<file path="src/hw/cxt_cmd_pkg.sv">
// context command package: head field layout, command type and opcode codes
`default_nettype none

package cxt_cmd_pkg;

    // command head, one word
    localparam int cxt_head_width = 64;

    // command data word, one word
    localparam int cxt_data_width = 128;

    // request tag sits in the low byte of the head
    localparam int req_tag_width = 8;

    // field positions inside the head
    localparam int type_lsb   = 60;
    localparam int opcode_lsb = 56;
    localparam int qpn_lsb    = 12;
    localparam int tag_lsb    = 0;

    // sub-request count fields of a get-request head
    // total and index, one each
    localparam int count_width = 2;

    // command type, head bits [63:60]
    typedef enum logic [3:0] {
        cxt_type_read    = 4'h1,
        cxt_type_write   = 4'h2,
        cxt_type_destroy = 4'h3
    } cxt_type_e;

    // opcode, head bits [59:56]
    // passed along with the command, not decoded here
    typedef enum logic [3:0] {
        op_qpc_query  = 4'h1,
        op_qpc_modify = 4'h2
    } cxt_opcode_e;

endpackage

`default_nettype wire
</file>
<file path="src/hw/icm_pkg.sv">
// icm addressing package: page and slot geometry, address and get-head widths
`default_nettype none

package icm_pkg;

    // icm virtual address
    localparam int icm_addr_width = 64;

    // host physical address
    localparam int phy_addr_width = 64;

    // 4 KiB icm pages
    localparam int icm_page_shift = 12;

    // 256 bytes per qpc entry
    localparam int qpc_slot_shift = 8;

    // translated pair as returned by the mapping table
    // icm address plus physical address
    localparam int xlate_pair_width = icm_addr_width + phy_addr_width;

    // get-request head, msb first:
    // count_total, count_index, tag, physical address, icm address
    localparam int get_head_width = 2 * cxt_cmd_pkg::count_width
                                  + cxt_cmd_pkg::req_tag_width
                                  + xlate_pair_width;

endpackage

`default_nettype wire

</file>
<file path="src/hw/qpc_get_queue.sv">
// qpc get queue holding get-request heads toward the context cache in a shallow fifo
`timescale 1ns/1ps
`default_nettype none

module qpc_get_queue #(
    parameter int  queue_depth = 4,
    localparam int ptr_width   = (queue_depth > 1) ? $clog2(queue_depth) : 1,
    localparam int cnt_width   = $clog2(queue_depth + 1)
) (
    input  wire                                clk,
    input  wire                                rst,

    // write side from the controller
    input  wire                                in_valid,
    input  wire  [icm_pkg::get_head_width-1:0] in_head,
    output logic                               in_ready,

    // read side toward the cache
    output logic                               out_valid,
    output logic [icm_pkg::get_head_width-1:0] out_head,
    input  wire                                out_ready
);
    import icm_pkg::*;

    logic [get_head_width-1:0] mem [queue_depth];
    logic [ptr_width-1:0]      wr_ptr;
    logic [ptr_width-1:0]      rd_ptr;
    logic [cnt_width-1:0]      count;
    logic                      full;
    logic                      empty;
    logic                      wr_en;
    logic                      rd_en;

    // wrap at depth so non power of two depths work too
    function automatic logic [ptr_width-1:0] ptr_inc(input logic [ptr_width-1:0] p);
        if (p == ptr_width'(queue_depth - 1)) begin
            return '0;
        end
        return p + 1'b1;
    endfunction

    assign full  = (count == cnt_width'(queue_depth));
    assign empty = (count == '0);

    // full queue still takes a write if a read leaves the same cycle
    assign in_ready  = !full || out_ready;
    assign out_valid = !empty;
    assign out_head  = mem[rd_ptr];

    assign wr_en = in_valid && in_ready;
    assign rd_en = out_valid && out_ready;

    always_ff @(posedge clk) begin
        if (wr_en) begin
            mem[wr_ptr] <= in_head;
        end
    end

    always_ff @(posedge clk or posedge rst) begin
        if (rst) begin
            wr_ptr <= '0;
            rd_ptr <= '0;
            count  <= '0;
        end else begin
            if (wr_en) begin
                wr_ptr <= ptr_inc(wr_ptr);
            end
            if (rd_en) begin
                rd_ptr <= ptr_inc(rd_ptr);
            end
            // occupancy
            case ({wr_en, rd_en})
                2'b10:   count <= count + 1'b1;
                2'b01:   count <= count - 1'b1;
                default: count <= count;
            endcase
        end
    end

    // occupancy never goes past the depth
    no_overflow_a: assert property (@(posedge clk) disable iff (rst)
        count <= cnt_width'(queue_depth))
        else $error("qpc_get_queue: occupancy above queue depth");

    // empty queue without a write stays empty, no wrap below zero
    no_underflow_a: assert property (@(posedge clk) disable iff (rst)
        empty && !wr_en |=> empty)
        else $error("qpc_get_queue: read from an empty queue");

endmodule

`default_nettype wire

</file>
<file path="config.mk">
export PLATFORM = sky130hd
export DESIGN_NAME = qpc_get_queue
export DESIGN_NICKNAME = d
export VERILOG_FILES = /design/src/hw/cxt_cmd_pkg.sv /design/src/hw/icm_pkg.sv /design/src/hw/qpc_get_queue.sv
export SDC_FILE = /design/constraint.sdc
export NUM_CORES = 1
export LEC_CHECK = 0
export BUFFER_PORTS_ARGS = -buffer_cell sky130_fd_sc_hd__buf_2
export CORE_UTILIZATION = 45
export CTS_CLUSTER_DIAMETER = 150
export DETAILED_ROUTE_END_ITERATION = 7
export SLEW_MARGIN = 20
export SYNTH_ARGS = -nofsm -noshare
export SYNTH_HDL_FRONTEND = slang
export SYNTH_SLANG_ARGS = --single-unit
</file>
<file path="constraint.sdc">
create_clock -name clk -period 7.3 [get_ports clk]
set_clock_uncertainty 0.1 [all_clocks]
set_input_delay 1.46 -clock clk [delete_from_list [all_inputs] [get_ports clk]]
set_output_delay 1.46 -clock clk [all_outputs]
set_load 0.01 [all_outputs]
</file>
==> flow_summary.ini <==
[finish]
final_nets = 1245
final-seq-area_um2 = 17000
multi_input_area_um2 = 3420
filler_cell_count = 3461
fin_cells = 1741
ratio_of_cells_with_drive_above_1_in_the_final_layout_pct = 46.0
syn_to_final_growth_pct = 19.2
layout.cells.most_common = sky130_fd_sc_hd__edfxtp_1
post-route-cell-area_um2 = 24600
commonest_non_fill_non_tap_cells_in_the_layout = sky130_fd_sc_hd__edfxtp_1, sky130_fd_sc_hd__buf_2, sky130_fd_sc_hd__mux4_2
final_util_pct = 54.3

[worst_setup_path]
critPathKind = flip-flop to output port
crit_path_end_kind = output port
startpoint_type = flip-flop
cpPeakStageDelay_ps = 1040
rr_endpoint = mem[0][121]$_DFFE_PP_
critPathMaxFanout = 79
reg2reg_depth = 3
worst-endpoint-arrival_ps = 2910
cp_cell_sequence = buf_12, mux4_2, buf_2
setup.reg_to_reg.worst_slack_ps = 4550
timing.critical_path.slowest_stage_cell = sky130_fd_sc_hd__dfrtp_4
r2r_startpoint = count[2]$_DFFE_PP0P_
required_ps = 5740
crit_start = rd_ptr[1]$_DFFE_PP0P_

[logic_synthesis]
synth_seq_area_share_pct = 82.3
synth_nets = 927
postSynthRegisterBits = 567
library_cell_occupying_the_most_area_in_the_post_synthesis_netlist = sky130_fd_sc_hd__edfxtp_1
mappedNetlistArea_um2 = 20600
syn-instance-count = 776
fraction_of_post_synthesis_cell_area_in_the_top_cell_type_by_area_pct = 81.5
ys_warn_count = 0
synth_area_per_cell_um2 = 26.6
ys_top_cells_by_area = sky130_fd_sc_hd__edfxtp_1, sky130_fd_sc_hd__mux4_2, sky130_fd_sc_hd__dfrtp_1
synthDistinctLibCells = 21

[detailed_routing]
count_of_vias_placed_by_the_detailed_router = 9113
routedWlPerCell_um = 22.3
routed_via_density = 5.23
detailedRoute.firstPassIterationCount = 5
postRouteAntennaNets = 0
route.detailed.drc = 0
postRouteWirelength_mm = 38.9
detailedRoute.firstIterationViolations = 553

[placed_design]
placedInstanceArea_um2 = 22800
number_of_port_buffers = 285
dpl.hpwl_mm = 22.0
place.gp.congestion = 0.711
place.detailed.instances = 1635

[min_path]
hold_end = count[2]$_DFFE_PP0P_
hold_path_startpoint = count[2]$_DFFE_PP0P_
timing.hold.worst_path_depth = 1
timing.hold.worst.class = flip-flop to flip-flop

[global_route]
grt_max_degree = 141
grt_pass1_wl_mm = 58.1
grt-ovfl-total = 0
top_usage_layer = met2
groute.layer.met1.usage_pct = 23.4
grt_util_met2_pct = 25.1
gr-usage-met3_pct = 5.92
first_global_vias = 9326
antenna_found_initial = 9
grt_util_all_layers_pct = 16.7

[sta]
part_of_the_cycle_the_worst_path_needs_pct = 61.3
setup_violations = 0
fin_crit_ps = 4470
maxSlewViolCount = 0
worst_hold_margin_ps = 385
hold_viol_final = 0
clock.fmax_mhz = 223
tightest_slew_ps = 1070
unrepaired_setup_endpoints_after_global_routing = false
relSlewSlack_pct = 29.0
setup_tns_ps = 0

[clock_network]
post_cts_hold_buffer_count = 0
cts_max_path_buffers = 3
clk-insertion-delay-late_ps = 590
htree_num_levels = 2
path_clk_slew_ps = 60
numCtsBuffers = 57
cts_sinks = 567
cts_resized = 0
post-cts-setup-buffers = 0
clockRootBuffer = sky130_fd_sc_hd__clkbuf_16
tritoncts = done

[die]
pin_count = 286
floorplan.rows = 78
coreArea_um2 = 45300
initial_core_util_pct = 45.6
die-height_um = 216
dieArea_um2 = 46700
die_w_um = 216

[power]
net-switching-power_mw = 2.86
maximum_vdd_drop_mv = 0.425
leakagePower_nw = 8.32
cellPowerDensity_nw_per_um2 = 409
clkPwrFrac_pct = 28.1
power.switching_fraction_pct = 28.4
p_seq_share_pct = 44.7
pwr-share-comb_pct = 27.2
internal-power_mw = 7.20

[outcome]
run_status = complete, no violations

[run]
maxCapViolations = 0
through the flow:
stage | power, mW | worst slack [ps]
after floorplan | 6.37 | 1680
after global placement | 7.39 | 3380
after detailed placement | 7.40 | 3370
after CTS | 10.3 | 2710
after global routing | 10.5 | 2630
final | 10.1 | 2830
flip-flops by register name, indices dropped and copies added (netlist names):
signal and flops:
count 3, wr_ptr 2, mem 560, rd_ptr 2
worst max-delay path, delay by kind of cell, from the launching register on:
kind,cells,cell delay (ps)
mux,1,420
flops,1,1040
buf+inv,2,660
worst max path at each step:
stage / to / slack (ps)
final: out_head[121] / 2830
after global routing: out_head[13] / 2630
after global placement: out_head[40] / 3380
after floorplan: mem[0][0]$_DFFE_PP_ / 1680
after CTS: out_head[40] / 2710
after detailed placement: in_ready / 3370
layer usage:
layer,vias up,routed length (µm),share of wire (%)
met3,55,3030,7.8
li1,4008,-,-
met4,12,564,1.5
met2,261,18500,48
met5,-,79,0.20
met1,4777,16700,43
area by class of cell:
cell class | count | area share, %
multi-input combinational | 168 | 13.9
clock buffer | 71 | 6.19
sequential | 567 | 69.1
timing repair buffer | 292 | 6.32
clock inverter | 32 | 1.26
tap | 600 | 3.05
inverter | 8 | 0.122
antenna | 3 | 0.0305
cells by family after synthesis:
group / Yosys count / share of synthesized area, %
buffers and inverters: 41 / 1.18
adders and majority gates: 7 / 0.461
muxes: 143 / 15.4
AOI/OAI and AO/OA: 2 / 0.0849
DFF: 567 / 82.3
and+or+nand+nor: 13 / 0.364
xor gates and xnor gates: 3 / 0.127
cell usage after synthesis (all sizes together):
| cell type | number |
|---|---|
| or3 | 1 |
| nand3 | 2 |
| edfxtp | 560 |
| mux4 | 140 |
| xnor2 | 1 |
| mux2 | 2 |
| o21ai | 2 |
| fa | 1 |
| buf | 27 |
| and3 | 4 |
| or4b | 1 |
| nand2 | 1 |
| and2 | 1 |
| inv | 8 |
| clkbuf | 6 |
| ha | 6 |
| dfrtp | 7 |
| mux2i | 1 |
| xor2 | 2 |
| nor2 | 3 |
power groups by stage:
stage	logic, mW	clock network, mW	registers, mW
floorplan	1.88	0	4.49
global placement	2.83	0	4.55
detailed placement	2.83	0	4.58
CTS	2.83	2.91	4.51
global route	2.95	3.03	4.56
finish	2.74	2.83	4.50
Note: power is estimated with default switching activity, not from simulation.
