`src/hw/cxt_cmd_pkg.sv`:
```
// context command package: head field layout, command type and opcode codes
`default_nettype none

package cxt_cmd_pkg;

    // command head, one word
    localparam int cxt_head_width = 64;

    // command data word, one word
    localparam int cxt_data_width = 128;

    // request tag sits in the low byte of the head
    localparam int req_tag_width = 8;

    // field positions inside the head
    localparam int type_lsb   = 60;
    localparam int opcode_lsb = 56;
    localparam int qpn_lsb    = 12;
    localparam int tag_lsb    = 0;

    // sub-request count fields of a get-request head
    // total and index, one each
    localparam int count_width = 2;

    // command type, head bits [63:60]
    typedef enum logic [3:0] {
        cxt_type_read    = 4'h1,
        cxt_type_write   = 4'h2,
        cxt_type_destroy = 4'h3
    } cxt_type_e;

    // opcode, head bits [59:56]
    // passed along with the command, not decoded here
    typedef enum logic [3:0] {
        op_qpc_query  = 4'h1,
        op_qpc_modify = 4'h2
    } cxt_opcode_e;

endpackage

`default_nettype wire
```
`src/hw/icm_pkg.sv`:
```
// icm addressing package: page and slot geometry, address and get-head widths
`default_nettype none

package icm_pkg;

    // icm virtual address
    localparam int icm_addr_width = 64;

    // host physical address
    localparam int phy_addr_width = 64;

    // 4 KiB icm pages
    localparam int icm_page_shift = 12;

    // 256 bytes per qpc entry
    localparam int qpc_slot_shift = 8;

    // translated pair as returned by the mapping table
    // icm address plus physical address
    localparam int xlate_pair_width = icm_addr_width + phy_addr_width;

    // get-request head, msb first:
    // count_total, count_index, tag, physical address, icm address
    localparam int get_head_width = 2 * cxt_cmd_pkg::count_width
                                  + cxt_cmd_pkg::req_tag_width
                                  + xlate_pair_width;

endpackage

`default_nettype wire

```
`src/hw/qpc_access_ctl.sv`:
```
// qpc access controller that takes a context command, translates its qpn and issues one qpc get
`timescale 1ns/1ps
`default_nettype none

module qpc_access_ctl #(
    parameter int qp_num_log = 10
) (
    input  wire                                    clk,
    input  wire                                    rst,

    // context command in
    input  wire                                    cxt_req_valid,
    input  wire  [cxt_cmd_pkg::cxt_head_width-1:0] cxt_req_head,
    // data word is not needed for a qpc read
    input  wire  [cxt_cmd_pkg::cxt_data_width-1:0] cxt_req_data,
    output logic                                   cxt_req_ready,

    // lookup toward the mapping table
    output logic                                   lookup_valid,
    output logic [qp_num_log-1:0]                  lookup_qpn,
    input  wire                                    lookup_ready,

    // translated addresses back
    input  wire                                    rsp_valid,
    input  wire  [icm_pkg::icm_addr_width-1:0]     rsp_icm_addr,
    input  wire  [icm_pkg::phy_addr_width-1:0]     rsp_phy_addr,
    output logic                                   rsp_ready,

    // get request toward the queue
    output logic                                   get_valid,
    output logic [icm_pkg::get_head_width-1:0]     get_head,
    input  wire                                    get_ready
);
    import cxt_cmd_pkg::*;
    import icm_pkg::*;

    typedef enum logic [1:0] {
        idle_s,
        addr_req_s,
        addr_rsp_s,
        qpc_get_s
    } state_e;

    // single sub-request per context command
    localparam logic [count_width-1:0] count_total = count_width'(1);
    localparam logic [count_width-1:0] count_index = '0;

    state_e state;
    state_e state_nxt;

    // command side
    logic                      cmd_fire;
    cxt_type_e                 cmd_type;
    logic [cxt_head_width-1:0] head_q;

    // get head fields
    logic [req_tag_width-1:0]  req_tag;
    logic [phy_addr_width-1:0] phy_addr;
    logic [icm_addr_width-1:0] icm_addr;

    // only accept in idle
    assign cxt_req_ready = (state == idle_s);
    assign cmd_fire      = cxt_req_valid && cxt_req_ready;

    // type decided straight from the incoming head
    assign cmd_type = cxt_type_e'(cxt_req_head[type_lsb +: $bits(cxt_type_e)]);

    always_ff @(posedge clk or posedge rst) begin
        if (rst) begin
            state <= idle_s;
        end else begin
            state <= state_nxt;
        end
    end

    always_comb begin
        state_nxt = state;
        case (state)
            idle_s: begin
                // write and destroy fall through and stay idle
                if (cmd_fire && cmd_type == cxt_type_read) begin
                    state_nxt = addr_req_s;
                end
            end
            addr_req_s: begin
                if (lookup_ready) begin
                    state_nxt = addr_rsp_s;
                end
            end
            addr_rsp_s: begin
                if (rsp_valid) begin
                    state_nxt = qpc_get_s;
                end
            end
            qpc_get_s: begin
                // wait here while the queue is full
                if (get_ready) begin
                    state_nxt = idle_s;
                end
            end
            default: begin
                state_nxt = idle_s;
            end
        endcase
    end

    // head latched on acceptance
    always_ff @(posedge clk) begin
        if (cmd_fire) begin
            head_q <= cxt_req_head;
        end
    end

    // lookup phase
    assign lookup_valid = (state == addr_req_s);
    assign lookup_qpn   = head_q[qpn_lsb +: qp_num_log];

    // response always taken in addr_rsp_s
    assign rsp_ready = (state == addr_rsp_s);

    // tag and address pair captured as the response transfers
    always_ff @(posedge clk) begin
        if (state == addr_rsp_s && rsp_valid) begin
            req_tag  <= head_q[tag_lsb +: req_tag_width];
            phy_addr <= rsp_phy_addr;
            icm_addr <= rsp_icm_addr;
        end
    end

    assign get_valid = (state == qpc_get_s);
    assign get_head  = get_valid ? {count_total, count_index, req_tag, phy_addr, icm_addr}
                                 : '0;

    // get request holds until the queue takes it
    get_hold_a: assert property (@(posedge clk) disable iff (rst)
        get_valid && !get_ready |=> get_valid && $stable(get_head))
        else $error("qpc_access_ctl: get request dropped or changed before get_ready");

    // get request only follows a taken lookup response and never overlaps the lookup
    get_after_rsp_a: assert property (@(posedge clk) disable iff (rst)
        $rose(get_valid) |-> $past(rsp_valid && rsp_ready))
        else $error("qpc_access_ctl: get_valid rose without a lookup response");

endmodule

`default_nettype wire

```
`config.mk`:
```
export PLATFORM = sky130hd
export DESIGN_NAME = qpc_access_ctl
export DESIGN_NICKNAME = d
export VERILOG_FILES = /design/src/hw/cxt_cmd_pkg.sv /design/src/hw/icm_pkg.sv /design/src/hw/qpc_access_ctl.sv
export SDC_FILE = /design/constraint.sdc
export NUM_CORES = 1
export LEC_CHECK = 0
export BUFFER_PORTS_ARGS = -buffer_cell sky130_fd_sc_hd__buf_2
export CORE_AREA = 2 2 188 190
export CTS_CLUSTER_DIAMETER = 150
export DETAILED_ROUTE_END_ITERATION = 10
export DIE_AREA = 0 0 190 192
export GPL_TIMING_DRIVEN = 1
export SKIP_CTS_REPAIR_TIMING = 1
export SLEW_MARGIN = 0
export SYNTH_ARGS = -nofsm -noshare
export SYNTH_HDL_FRONTEND = slang
export SYNTH_SLANG_ARGS = --single-unit
```
`constraint.sdc`:
```
create_clock -name clk -period 4.56 [get_ports clk]
set_input_delay 0.684 -clock clk [delete_from_list [all_inputs] [get_ports clk]]
set_output_delay 0.684 -clock clk [all_outputs]
set_load 0.02 [all_outputs]
```
==> reports/qor.yml, run 1 <==
result_of_the_run: "finished clean"
tritoncts_clock_tree: "yes"
drt_pass1_iterations: 4
antenna_found_initial: 21
cap_viol_max_count: 0
drive_above_1_share_pct: 52.2
synth_async_sr_flop_share_pct: 1.28
clock_transition_at_the_registers_of_the_reported_paths_ns: 0.07
power_leakage_uw: 0.00362
globalplace.congestion: 0.716
timing.critical_path.cells: "ha_4, and2_1, buf_2"
layout_min_cycle_time_ns: 2.97
hold_violations: 0
critPathMaxFanout: 139
core.rowCount: 68
netlist_instances: 344
place_area_um2: 7840
worst_ep_required_time_ns: 3.88
mean_cell_area_of_the_mapped_netlist_um2: 17.1
synth-seq-area-share_pct: 79.6
dp.final_hpwl_um: 12700
start_kind: "register"
ys_top_cells_by_count: "154 x sky130_fd_sc_hd__edfxtp_1, 138 x sky130_fd_sc_hd__and2_1, 15 x sky130_fd_sc_hd__buf_4"
grt_first_pass_wirelength_um: 23100
syn-cell-area_um2: 5880
finish.net_count: 973
finalInstanceArea_um2: 8460
clk_latency_ns: 0.44
vdd_ir_drop_max_uv: 467
worst-setup-path-type: "register to output port"
placeableCoreArea_um2: 34300
initial_core_util_pct: 17.1
timing.setup.tns_ns: 0
clock-skew-final_ns: 0.0120
most_used_standard_cell_by_instance_count_after_synthesis: "sky130_fd_sc_hd__edfxtp_1"
gr-usage-all-layers_pct: 9.09
cts-root-buf: "sky130_fd_sc_hd__clkbuf_16"
yosys.area.top_type_share_pct: 78.7
total_power_uw: 4810
die_y_um: 192
ys_ff_latch: 156
dr_total_vias: 3825
numCtsBuffers: 17
hp-class: "primary input to asynchronous set/reset pin"
critical_path_arrival_ns: 2.29
drt-initial-drc-count: 124
die_area_um2: 36500
remaining_drc_errors: 0
io_buffers: 306
synth_area_leader_cell: "sky130_fd_sc_hd__edfxtp_1"
setup_viol: 0
ctsLongestPathBuffers: 2
fmax_mhz: 336
global_route.overflow_total: 0
timing.final.ws_setup_ns: 1.59
chipWidth_um: 190
synthToLayoutAreaGrowth_pct: 44.1
routed_wl_um: 16900
io_pins: 480
clock_tree.htree_level_count: 4
drt-wirelength-per-cell_um: 15.1
actual_slew_at_the_worst_max_slew_pin_ns: 1.10
finalMaxSlewViolations: 0
crit_path_top_delay_cell: "sky130_fd_sc_hd__ha_4"
number_of_global_route_vias_before_repair: 3737
finalCritPeriodShare_pct: 65.2
synth_warnings: 0
synth_edf_count: 154
grt_setup_unrepaired: "no"
critical_path.endpoint_type: "output port"
slew_headroom_pct: 26.5
maximum_number_of_pins_on_one_net_before_global_route_repair: 140
ys_top_cells_by_area: "sky130_fd_sc_hd__edfxtp_1 79%, sky130_fd_sc_hd__and2_1 15%, sky130_fd_sc_hd__buf_4 1.9%"
post-place-ws_ns: 1.96
vias_per_instance: 3.42
clock-sinks: 156
route.antenna.remaining_nets: 0
yosys_most_used_dff: "sky130_fd_sc_hd__edfxtp_1"
finalCoreUtilization_pct: 24.7
crit_path_max_incr_delay_ns: 0.90
power_density_nw_per_um2: 569
yosys.cell_types.count: 21
rrSetupSlack_ns: 2.18
-- stage by stage --
step,hold slack [ns],std cells
global route,0.0560,1111
finish,0.0852,1119
global placement,0.401,1079
floorplan,0.400,346
detailed placement,0.407,1079
CTS,0.0488,1110
-- final cells by class --
class,instances,area (µm²)
flip-flops and latches,156,4670
multi-input cells,158,1030
clock inverters,14,175
well taps,455,569
clock buffers,17,425
repair buffers,307,1550
fillers,3636,25800
inverters,3,11.3
diodes,9,22.5
-- metal layers --
| metal | track usage [%] | routed length (µm) | vias up |
|---|---|---|---|
| met5 | 0 | 129 | - |
| met4 | 3.82 | 349 | 20 |
| met3 | 7.09 | 2570 | 38 |
| met2 | 13.4 | 7310 | 228 |
| met1 | 9.57 | 6500 | 1731 |
| li1 | - | - | 1808 |
-- power breakdown --
part / internal, µW / switching [µW] / total [µW]
Sequential: 1890 / 61.1 / 1950
Clock: 829 / 651 / 1480
Combinational: 455 / 930 / 1390
Total: 3170 / 1640 / 4810
-- worst paths after layout --
check | startpoint | end | cells past startpoint
max in group asynchronous | rst | state[1]$_DFFE_PP0P_ | 2
worst min-delay path | rst | state[0]$_DFFE_PP0P_ | 2
worst max-delay path | state[1]$_DFFE_PP0P_ | get_head[34] | 3
min in group clk | rsp_icm_addr[16] | icm_addr[16]$_DFFE_PP_ | 1
worst min register to register | head_q[0]$_DFFE_PP_ | req_tag[0]$_DFFE_PP_ | 0
worst max register to register | state[0]$_DFFE_PP0P_ | icm_addr[61]$_DFFE_PP_ | 4
-- state kept, by name, summed over array words and instances (netlist names) --
register / count
req_tag: 8
state: 2
head_q: 18
icm_addr: 64
phy_addr: 64
-- cell usage in the layout (no fill, tap or decap), drive strengths merged, types with 2 or more instances in the layout --
master,instances
and2,138
ha,4
dfrtp,2
clkinvlp,2
conb,3
inv,12
edfxtp,154
bufinv,2
clkbuf,17
buf,307
diode,9
nand2b,3
-- cells by family after synthesis --
| kind of cell | Yosys count | share of synthesized area [%] |
|---|---|---|
| buffers and inverters | 32 | 3.22 |
| AO/OA/AOI/OAI | 6 | 0.895 |
| adder cells (fa/ha/maj) | 4 | 0.852 |
| flip-flops | 156 | 79.6 |
| AND/OR/NAND/NOR | 145 | 15.4 |
| other | 1 | 0.0638 |
-- critical path, delay by kind of cell, from the launching register on --
kind	cells	cell delay, ns
DFF	1	0.45
adders and majority gates	1	0.90
buffers and inverters	1	0.19
and+or+nand+nor	1	0.29
Note: power is estimated with default switching activity, not from simulation.
==> run 2: changes to the inputs <==
Clock period 4.56 ns to 2.57 ns, I/O delays scaled along.
==> run 2 against run 1 <==
Global-route usage grew 0.10 points. Design area grew 1.3%. Via count shrank 0.65%. First-iteration DRC count shrank 39%. Clock-buffer cell count grew 1. Hold slack gained 0.043 ns. Setup slack lost 1.4 ns. Total power grew 82%. Critical endpoint is now get_head[24].
==> reports/qor.yml, run 2 (synthesis results as in run 1) <==
result_of_the_run: "finished clean"  # unchanged
hold-path-endpoint: "phy_addr[30]$_DFFE_PP_"
worstReg2RegStart: "state[0]$_DFFE_PP0P_"  # unchanged
power_leakage_uw: 0.00368  # was 0.00362 µW
worst_ep_required_time_ns: 2.18  # was 3.88 ns
dp.final_hpwl_um: 13300  # was 12700 µm
rrSetupSlack_ns: 0.75  # was 2.18 ns
multi_input_area_um2: 1030  # unchanged
globalplace.congestion: 0.782  # was 0.716
io_buffers: 306  # unchanged
route.antenna.remaining_nets: 0  # unchanged
gr-usage-all-layers_pct: 9.19  # was 9.09%
dr_total_vias: 3800  # was 3825
tritoncts_clock_tree: "yes"  # unchanged
drt-wirelength-per-cell_um: 15.2  # was 15.1 µm
synthToLayoutAreaGrowth_pct: 45.9  # was 44.1%
grt_setup_unrepaired: "no"  # unchanged
layout_min_cycle_time_ns: 2.36
cts-root-buf: "sky130_fd_sc_hd__clkbuf_16"  # unchanged
finish.net_count: 981  # was 973
hold-worst-slack_ns: 0.128  # was 0.0852 ns
finalCritPeriodShare_pct: 91.8
clock-skew-final_ns: 0.0113  # was 0.0120 ns
remaining_drc_errors: 0  # unchanged
reg2regPathDepth: 4  # unchanged
critical_path.endpoint_type: "output port"  # unchanged
number_of_global_route_vias_before_repair: 3880  # was 3737
start_kind: "register"  # unchanged
numCtsBuffers: 17  # unchanged
timing.setup.tns_ns: 0  # unchanged
global_route.overflow_total: 0  # unchanged
maximum_number_of_pins_on_one_net_before_global_route_repair: 55  # was 140
grt_first_pass_wirelength_um: 23500  # was 23100 µm
layout_commonest_cell: "sky130_fd_sc_hd__buf_2"  # unchanged
fill_cells: 3610  # was 3636
finalMaxSlewViolations: 0  # unchanged
drt-initial-drc-count: 76  # was 124
ctsLongestPathBuffers: 2  # unchanged
fmax_mhz: 424
core.rowCount: 68  # unchanged
holdPathStages: 1
clock_transition_at_the_registers_of_the_reported_paths_ns: 0.07  # about the same
initial_core_util_pct: 17.1  # unchanged
drt_pass1_iterations: 4  # unchanged
critPathMaxFanout: 51  # was 139
chipWidth_um: 190  # unchanged
clk_latency_ns: 0.43  # was 0.44 ns
antenna_found_initial: 3  # was 21
critical_path_arrival_ns: 1.97  # was 2.29 ns
drive_above_1_share_pct: 52.3  # was 52.2%
hold_violations: 0  # unchanged
setup_viol: 0  # unchanged
die_area_um2: 36500  # unchanged
most-common-layout-cells: "306 x sky130_fd_sc_hd__buf_2, 154 x sky130_fd_sc_hd__edfxtp_1, 137 x sky130_fd_sc_hd__and2_1"  # unchanged
io_pins: 480  # unchanged
cap_viol_max_count: 0  # unchanged
power_density_nw_per_um2: 1020  # was 569 nW/µm²
routed_wl_um: 17000  # was 16900 µm
biggestRegsByFlops: "icm_addr (64), phy_addr (64), head_q (18)"  # unchanged
ff_latch_area_um2: 4670  # unchanged
vias_per_instance: 3.40  # was 3.42
vdd_ir_drop_max_uv: 557  # was 467 µV
clock_tree.htree_level_count: 4  # unchanged
placeableCoreArea_um2: 34300  # unchanged
rr_endpoint: "phy_addr[55]$_DFFE_PP_"  # was icm_addr[61]$_DFFE_PP_
min_from: "rsp_phy_addr[30]"
antenna_cells: 0  # was 9
die_y_um: 192  # unchanged
clock-sinks: 156  # unchanged
worst-setup-path-type: "register to output port"  # unchanged
finalCoreUtilization_pct: 25.0  # was 24.7%
hp-class: "primary input to register"  # was primary input to asynchronous set/reset pin
run 2: cell count changes in the layout (fill, tap and decap cells not counted), moves of 2 or more:
cell                        before  now
sky130_fd_sc_hd__diode_2         9    0
sky130_fd_sc_hd__inv_8           5    0
sky130_fd_sc_hd__buf_12          1    5
sky130_fd_sc_hd__buf_4           0    3
sky130_fd_sc_hd__bufinv_16       2    4
sky130_fd_sc_hd__clkinv_1        0    2
run 2: critical path: stages (launching register included):
cell                      delay, ns
sky130_fd_sc_hd__dfrtp_1       0.44
sky130_fd_sc_hd__ha_4          0.39
sky130_fd_sc_hd__buf_12        0.25
sky130_fd_sc_hd__and2_1        0.24
sky130_fd_sc_hd__buf_2         0.20
run 2: layer usage:
layer | wire length, µm | track usage, % | up-vias
met3 | 1690 | 3.69 | 17
met4 | 273 | 4.29 | 4
li1 | - | - | 1802
met5 | 22 | 0 | -
met2 | 7820 | 14.5 | 219
met1 | 7200 | 11.0 | 1758
run 2: cell type report:
class / count / share of cell area (%)
Inverter: 3 / 0.131
Clock inverter: 14 / 2.23
Clock buffer: 18 / 5.01
Sequential cell: 156 / 54.5
Tap cell: 455 / 6.64
Multi-Input combinational cell: 158 / 12.1
Timing Repair Buffer: 315 / 19.4
run 2: worst max-delay path by stage:
stage | start | to | slack [ns] | cells after the start
2_1_floorplan | state[0]$_DFFE_PP0P_ | icm_addr[0]$_DFFE_PP_ | 0.28 | 3
4_1_cts | state[0]$_DFFE_PP0P_ | get_head[40] | 0.12 | 4
3_3_place_gp | state[0]$_DFFE_PP0P_ | get_head[40] | 0.62 | 4
3_5_place_dp | state[0]$_DFFE_PP0P_ | get_head[40] | 0.60 | 4
6_report | state[1]$_DFFE_PP0P_ | get_head[24] | 0.21 | 4
5_1_grt | state[0]$_DFFE_PP0P_ | get_head[40] | 0.03 | 4
run 2: power by group:
| part | leakage, µW | switching [µW] | total (µW) | internal [µW] |
|---|---|---|---|---|
| registers | 0.00144 | 114 | 3450 | 3340 |
| clock network | 0.000296 | 1030 | 2660 | 1630 |
| logic | 0.00194 | 1730 | 2630 | 903 |
| total | 0.00368 | 2870 | 8750 | 5870 |
run 2: through the flow:
| step | area, µm² | power, µW | cells | worst slack [ns] |
|---|---|---|---|---|
| 4_1_cts | 8560 | 8940 | 1118 | 0.119 |
| 3_3_place_gp | 7940 | 6170 | 1086 | 0.616 |
| 2_1_floorplan | 5890 | 5120 | 346 | 0.275 |
| 6_report | 8570 | 8750 | 1119 | 0.210 |
| 5_1_grt | 8570 | 9210 | 1119 | 0.0298 |
| 3_5_place_dp | 7940 | 6210 | 1086 | 0.601 |
